File: config.mk
export PLATFORM = sky130hd
export DESIGN_NAME = spiMasterTop
export DESIGN_NICKNAME = d
export VERILOG_FILES = /design/src/common/spiBusPkg.sv /design/src/common/spiCorePkg.sv /design/src/spi/spiCsr.sv /design/src/spi/spiShifter.sv /design/src/hdl/spiMasterTop.sv
export SDC_FILE = /design/constraint.sdc
export NUM_CORES = 1
export LEC_CHECK = 0
export ABC_AREA = 1
export BUFFER_PORTS_ARGS = -buffer_cell sky130_fd_sc_hd__buf_2
export CAP_MARGIN = 25
export CORE_AREA = 2 2 97 99
export DETAILED_ROUTE_END_ITERATION = 12
export DIE_AREA = 0 0 99 101
export PLACE_DENSITY = 0.84
export RECOVER_POWER = 100
export SLEW_MARGIN = 20
export SYNTH_ARGS = -nofsm -noshare
export SYNTH_HDL_FRONTEND = slang
export SYNTH_SLANG_ARGS = --single-unit
export TNS_END_PERCENT = 100
File: constraint.sdc
create_clock -name iSysClk -period 5.05 [get_ports iSysClk]
set_input_delay 0.505 -clock iSysClk [delete_from_list [all_inputs] [get_ports iSysClk]]
set_output_delay 0.505 -clock iSysClk [all_outputs]
set_load 0.1 [all_outputs]
File: src/common/spiBusPkg.sv
package spiBusPkg;

	// Bus widths
	localparam int adrsWidth = 32;
	localparam int dataWidth = 32;

	// Block selector lives in address bits 15:8
	localparam int selMsb = 15;
	localparam int selLsb = 8;
	localparam logic [7:0] blockSel = 8'h03;

	// ----------------------------------------------------------
	// Register offsets inside the block
	// ----------------------------------------------------------
	// Transfer enable cleared by hardware at end of byte
	localparam logic [7:0] offEn = 8'h00;
	// SCLK half period divisor
	localparam logic [7:0] offDiv = 8'h04;
	// Transmit byte
	localparam logic [7:0] offWd = 8'h08;
	// Chip select level driven active low on the pin
	localparam logic [7:0] offCs = 8'h0c;
	// Read only receive byte
	localparam logic [7:0] offRd = 8'h80;

	// ----------------------------------------------------------
	// Bus request from the outside master
	// ----------------------------------------------------------
	// Address always presented
	// Write strobe qualifies the data word
	typedef struct packed {
		logic wrEn;
		logic [adrsWidth-1:0] adrs;
		logic [dataWidth-1:0] wd;
	} csrReq;

	// ----------------------------------------------------------
	// Bus response from the register block
	// ----------------------------------------------------------
	// One cycle valid pulse per block match
	// Read word holds until the next match
	typedef struct packed {
		logic valid;
		logic [dataWidth-1:0] rd;
	} csrRsp;

endpackage

File: src/common/spiCorePkg.sv
package spiCorePkg;

	// Width of the SCLK half period divisor
	localparam int divWidth = 16;

	// ----------------------------------------------------------
	// Register block to shift engine
	// ----------------------------------------------------------
	// en starts one byte exchange
	// div sets half period as div+1 system cycles
	// wd is the byte sent MSB first
	typedef struct packed {
		logic en;
		logic [divWidth-1:0] div;
		logic [7:0] wd;
	} spiCtrl;

	// ----------------------------------------------------------
	// Shift engine back to register block
	// ----------------------------------------------------------
	// done pulses once per finished byte
	// rd keeps the last received byte
	typedef struct packed {
		logic done;
		logic [7:0] rd;
	} spiResult;

	// ----------------------------------------------------------
	// SPI output pins
	// ----------------------------------------------------------
	// sclk and mosi from the shift engine
	// csN straight from the chip select register
	typedef struct packed {
		logic sclk;
		logic mosi;
		logic csN;
	} spiPins;

endpackage

File: src/spi/spiCsr.sv
module spiCsr (
	input  logic iSysClk,
	input  logic rstN,
	input  spiBusPkg::csrReq req,
	output spiBusPkg::csrRsp rsp,
	output spiCorePkg::spiCtrl ctrl,
	input  spiCorePkg::spiResult result,
	output logic csN
);
	import spiBusPkg::*;
	import spiCorePkg::*;

	// Control registers
	logic enQ;
	logic [divWidth-1:0] divQ;
	logic [7:0] wdQ;
	logic csQ;
	// Receive register holds a copy of the last exchanged byte
	logic [7:0] rxQ;

	// Decode
	logic blkHit;
	logic wrHit;
	logic [7:0] off;

	// Read-back path
	logic [dataWidth-1:0] rdMux;
	logic rspValid;
	logic [dataWidth-1:0] rspRd;

	// ----------------------------------------------------------
	// Address decode
	// ----------------------------------------------------------
	assign off = req.adrs[7:0];
	// Read side only looks at the selector byte
	assign blkHit = (req.adrs[selMsb:selLsb] == blockSel);
	// Writes need the full address with upper bits zero
	assign wrHit = req.wrEn && blkHit && (req.adrs[adrsWidth-1:selMsb+1] == '0);

	// ----------------------------------------------------------
	// Register writes
	// ----------------------------------------------------------
	always_ff @(posedge iSysClk or negedge rstN)
	begin
		if (!rstN)
		begin
			enQ <= 1'b0;
			divQ <= '1;
			wdQ <= 8'h00;
			csQ <= 1'b1;
			rxQ <= 8'h00;
		end
		else
		begin
			// End of byte wins over a software write
			if (result.done)
				enQ <= 1'b0;
			else if (wrHit && (off == offEn))
				enQ <= req.wd[0];
			// Shifter latches these at start so changes land on the next byte
			if (wrHit && (off == offDiv))
				divQ <= req.wd[divWidth-1:0];
			if (wrHit && (off == offWd))
				wdQ <= req.wd[7:0];
			if (wrHit && (off == offCs))
				csQ <= req.wd[0];
			// Capture received byte with the done pulse
			if (result.done)
				rxQ <= result.rd;
		end
	end

	// ----------------------------------------------------------
	// Read-back
	// ----------------------------------------------------------
	// Selected register zero extended to bus width
	always_comb
	begin
		case (off)
			offEn:   rdMux = {{(dataWidth - 1){1'b0}}, enQ};
			offDiv:  rdMux = {{(dataWidth - divWidth){1'b0}}, divQ};
			offWd:   rdMux = {{(dataWidth - 8){1'b0}}, wdQ};
			offCs:   rdMux = {{(dataWidth - 1){1'b0}}, csQ};
			offRd:   rdMux = {{(dataWidth - 8){1'b0}}, rxQ};
			// Unmapped offsets inside the block
			default: rdMux = '0;
		endcase
	end

	// Valid pulse one cycle after any block match
	always_ff @(posedge iSysClk or negedge rstN)
	begin
		if (!rstN)
			rspValid <= 1'b0;
		else
			rspValid <= blkHit;
	end

	// Read word only moves on a match
	always_ff @(posedge iSysClk)
	begin
		if (blkHit)
			rspRd <= rdMux;
	end

	// ----------------------------------------------------------
	// Outputs
	// ----------------------------------------------------------
	assign rsp = '{valid: rspValid, rd: rspRd};
	assign ctrl = '{en: enQ, div: divQ, wd: wdQ};
	// Chip select under direct software control
	assign csN = csQ;

endmodule

File: src/spi/spiShifter.sv
module spiShifter (
	input  logic iSysClk,
	input  logic rstN,
	input  spiCorePkg::spiCtrl ctrl,
	input  logic miso,
	output spiCorePkg::spiResult result,
	output logic sclk,
	output logic mosi
);
	import spiCorePkg::*;

	// Engine states
	typedef enum logic {
		stIdle,
		stShift
	} shiftState;

	shiftState state;

	// Half period down counter
	logic [divWidth-1:0] halfCnt;
	// Divisor latched at start of byte
	logic [divWidth-1:0] divQ;
	// Bits completed so far
	logic [2:0] bitCnt;
	// Transmit bits leave at the top while MISO enters at the bottom
	logic [7:0] shReg;
	// Last received byte
	logic [7:0] rdQ;
	logic doneQ;

	// Per cycle events
	logic start;
	logic halfEnd;
	logic riseEdge;
	logic fallEdge;
	logic lastFall;

	// ----------------------------------------------------------
	// Event decode
	// ----------------------------------------------------------
	// Enable still reads high during the done cycle
	// so a restart is held off for that one cycle
	assign start = (state == stIdle) && ctrl.en && !doneQ;
	// Current half period ends this cycle
	assign halfEnd = (state == stShift) && (halfCnt == '0);
	// Low half ending means SCLK rises
	assign riseEdge = halfEnd && !sclk;
	assign fallEdge = halfEnd && sclk;
	// Falling edge after the eighth high half
	assign lastFall = fallEdge && (bitCnt == 3'd7);

	// ----------------------------------------------------------
	// Control state and pins
	// ----------------------------------------------------------
	always_ff @(posedge iSysClk or negedge rstN)
	begin
		if (!rstN)
		begin
			state <= stIdle;
			halfCnt <= '0;
			bitCnt <= 3'd0;
			sclk <= 1'b0;
			mosi <= 1'b0;
			doneQ <= 1'b0;
		end
		else
		begin
			doneQ <= lastFall;
			if (start)
			begin
				// Mode 0 sets up the first bit before the first rising edge
				state <= stShift;
				halfCnt <= ctrl.div;
				bitCnt <= 3'd0;
				sclk <= 1'b0;
				mosi <= ctrl.wd[7];
			end
			else if (state == stShift)
			begin
				if (halfEnd)
				begin
					halfCnt <= divQ;
					sclk <= !sclk;
				end
				else
				begin
					halfCnt <= halfCnt - 1'b1;
				end
				// Next bit goes out on the falling edge
				if (fallEdge)
				begin
					if (bitCnt == 3'd7)
					begin
						state <= stIdle;
						mosi <= 1'b0;
					end
					else
					begin
						bitCnt <= bitCnt + 3'd1;
						// Already shifted on the rising edge
						mosi <= shReg[7];
					end
				end
			end
		end
	end

	// ----------------------------------------------------------
	// Data path
	// ----------------------------------------------------------
	always_ff @(posedge iSysClk)
	begin
		if (start)
		begin
			divQ <= ctrl.div;
			shReg <= ctrl.wd;
		end
		else if (riseEdge)
		begin
			// Sample MISO on rising SCLK
			shReg <= {shReg[6:0], miso};
		end
		// All eight MISO bits are in by the last falling edge
		if (lastFall)
			rdQ <= shReg;
	end

	assign result = '{done: doneQ, rd: rdQ};

endmodule

File: src/hdl/spiMasterTop.sv
module spiMasterTop (
	input  logic iSysClk,
	input  logic rstN,
	input  spiBusPkg::csrReq csrIn,
	output spiBusPkg::csrRsp csrOut,
	input  logic miso,
	output spiCorePkg::spiPins pins
);
	import spiCorePkg::*;

	// Register block to engine
	spiCtrl ctrl;
	// Engine back to register block
	spiResult result;

	// Pin sources
	logic sclk;
	logic mosi;
	logic csN;

	// ----------------------------------------------------------
	// Register block
	// ----------------------------------------------------------
	spiCsr csr0 (
		.iSysClk (iSysClk),
		.rstN    (rstN),
		.req     (csrIn),
		.rsp     (csrOut),
		.ctrl    (ctrl),
		.result  (result),
		.csN     (csN)
	);

	// ----------------------------------------------------------
	// Shift engine
	// ----------------------------------------------------------
	spiShifter shift0 (
		.iSysClk (iSysClk),
		.rstN    (rstN),
		.ctrl    (ctrl),
		.miso    (miso),
		.result  (result),
		.sclk    (sclk),
		.mosi    (mosi)
	);

	// Gather pins into one bundle
	assign pins = '{sclk: sclk, mosi: mosi, csN: csN};

endmodule

==> results.toml <==
[worst_setup_path]
critPathLaunch = "shift0.doneQ"
max_stage_delay_ps = 850
cp_num_cells = 8
r2r-start = "shift0.doneQ"
startpoint_type = "register"
crit_fanout = 24
slowest_stage = "clkbuf_1"
crit_required_ps = 5350
timing.rr.end = "shift0.halfCnt[5]"
path_cells = "inv_1, nand3_1, clkbuf_1, nand2_1, inv_1, nand2_1, o21ai_0, o21bai_1"
r2r_cells = 8
endpoint = "shift0.halfCnt[5]"
end_kind = "register"
critPathTopFamily = "buffers and inverters"
r2r_slack_ps = 1380
crit_type = "register to register"
cp.buffers_inverters = 3
worstPathArrival_ps = 3960

[clock_tree]
postCtsHoldBufs = 0
cts_resized = 0
clkLatencyLatePin_ps = 380
clk_path_buf_depth = 2
clkTransAtPathRegs_ps = 100
cts_buffers = 9
cts_tree = "done"
cts_sinks = 106
cts-htree-levels = 3
post_cts_buffers = 0
cts_root_buf = "clkbuf_8"

[synthesis]
syn_area_mm2 = 0.005196
ys_ff_latch = 106
synth.top_cells.by_area = "edfxtp_1, dfrtp_1, nand2_1, dfstp_2, nand3_1"
yosysWarnings = 0
syn_area_per_cell_um2 = 8.763
yosys.area.top_type_share_pct = 27.74
ys_types = 35
ys_seq_area_share_pct = 56.08
synth_area_leader_cell = "edfxtp_1"
synth_cells = 593

[power_and_ir_drop]
powerDensity_mw_per_mm2 = 262.0
p_leak_nw = 2.618
vdd_drop_max_uv = 177.8
total_power_mw = 1.483

[sta]
final_hold_viol_count = 0
min_period_over_period_pct = 72.59
rsz0062_at_grt = "false"
worst_slew_pin_slew_ps = 3236
fmax_mhz = 272.8
maxSlewViolCount = 104
whs_ps = 340.7
finClkSkew_ps = 14.55
setup_violations = 0
max_slew_margin_pct = -115.7
finalCriticalPeriod_ps = 3666
setup_tns_ps = 0

[grt]
overflow = 0
grt_max_degree = 59
grt_pass1_wl_mm = 19.38
grt_antenna_before_repair = 0
grt_pass1_vias = 4084
track_usage_pct = 24.64

[status]
outcome = "finished with violations"
violations = "max-capacitance violations, max-slew violations"

[die]
coreArea_mm2 = 0.008977
initial_core_util_pct = 57.88
ioPinCount = 104
placementRows = 35
die_w_um = 99
die_h_um = 101
die_area_mm2 = 0.009999

[routing]
num_vias = 4330
firstDrtPassIters = 6
via_per_inst = 5.594
drc = 0
initialDrtViolationCount = 383
postRouteWirelength_mm = 11.83
antenna_left = 0
avgRoutedWirePerCell_um = 15.29

[cells_and_area]
area_growth_pct = 8.957
layout-drive-gt1-share_pct = 11.16
nNetsFinal = 730
num_antenna_cells = 0
nFillCells = 704

[flow_run]
drv_cap = 3

[placed_design]
place_congestion = 0.9519
post-dp-hpwl_mm = 8.396
port_buffers = 71

[hold_path]
hold_class = "input pin to register"
[synthesized netlist by cell type]
cell        n
dfstp_2    17
ha_1        4
xor2_1      2
nor2_1     56
o21ai_2     1
o22ai_1     8
nand3b_1    1
edfxtp_1   48
nand3_1    61
clkbuf_1    5
nand2_2     2
nor2b_1     1
buf_2       8
nand2_1   174
dfrtp_1    41
nand4_1    10
inv_1      62
a31oi_1     1
buf_4      20
o221ai_1    7
clkinv_1    1
buf_6       2
nor3_2      1
a21oi_1     3
inv_2       1
nor3_1      2
and3_1      1
nor2_2      7
or2_0       4
xnor2_1     1
nor3_4      1
o21bai_1    6
o21ai_0    29
o211ai_1    4
conb_1      1
[flip-flops by register name, summed over array words and instances (netlist names)]
name and flops:
csr0.divQ 16, csr0.rspRd 16, csr0.wdQ 8, shift0.doneQ 1
shift0.shReg 8, csr0.rxQ 8, shift0.state 1, shift0.halfCnt 16
shift0.rdQ 8, csr0.enQ 1, shift0.bitCnt 3, shift0.mosi 1
shift0.divQ 16, csr0.rspValid 1, shift0.sclk 1, csr0.csN 1
[per-stage QoR]
step | utilization [%] | std cells | area (µm²) | setup WS, ps
after floorplan | - | 608 | 5253 | 2801
after global placement | 61.63 | 757 | 5533 | 2168
after detailed placement | 61.74 | 758 | 5543 | 2194
after CTS | 63.80 | 774 | 5728 | 2162
after global routing | 63.07 | 774 | 5662 | 1098
final | 63.07 | 774 | 5662 | 1384
[where the power goes]
part / leakage [nW] / total [mW] / internal, mW / switching [mW]
Sequential: 1.19 / 0.895 / 0.895 / 0.0000157
Clock: 0.0923 / 0.493 / 0.188 / 0.305
Combinational: 1.34 / 0.0949 / 0.0175 / 0.0774
[cells by family after synthesis]
logic type	synth area share (%)
simple gates	26.34
flops	56.08
buf+inv	9.078
compound gates	6.959
fa+ha+maj	0.9632
xor+xnor	0.5058
other cells	0.07217
[tightest hold or removal path: stages]
cell and delay, ps:
buf_2 90, nand3_1 70, nand2_1 50
[layer usage]
metal  global-route usage (%)  routed length (µm)  vias to the layer above
met5                        0                   0                        -
met4                    10.12                 244                        0
met3                    4.022                 988                       27
met2                    39.29                5700                      230
met1                    34.00                4898                     2042
li1                         -                   -                     2031
[how the worst min path moves through the flow]
stage | cells past startpoint | start | slack [ps] | end
global placement | 0 | shift0.shReg[6] | 430 | shift0.rdQ[6]
global route | 3 | csrIn[10] | 340 | csr0.divQ[10]
finish | 3 | csrIn[11] | 340 | csr0.divQ[11]
detailed placement | 0 | shift0.shReg[5] | 440 | shift0.rdQ[5]
CTS | 2 | rstN | 290 | csr0.rspValid
floorplan | 0 | rstN | 210 | csr0.enQ
[cell usage in the layout, fill, tap and decap left out, drive strengths merged]
cell and n:
a21oi 3, a31oi 1, and3 1, buf 51
clkbuf 32, clkinv 4, clkinvlp 1, conb 16
dfrtp 41, dfstp 17, edfxtp 48, ha 4
inv 66, nand2 176, nand3 61, nand3b 1
nand4 10, nor2 63, nor2b 1, nor3 4
o211ai 4, o21ai 30, o21bai 6, o221ai 7
o22ai 8, or2 4, xnor2 1, xor2 2
[layout make-up]
class | instances | area (µm²) | share of cell area (%)
inverter | 64 | 240.2 | 4.243
clock inverter | 7 | 61.31 | 1.083
multi-input combinational | 403 | 1842 | 32.53
clock buffer | 9 | 123.9 | 2.188
timing repair buffer | 74 | 341.6 | 6.033
sequential | 106 | 2914 | 51.47
tap | 111 | 138.9 | 2.453
No activity file was read; power rests on OpenSTA's default activity.
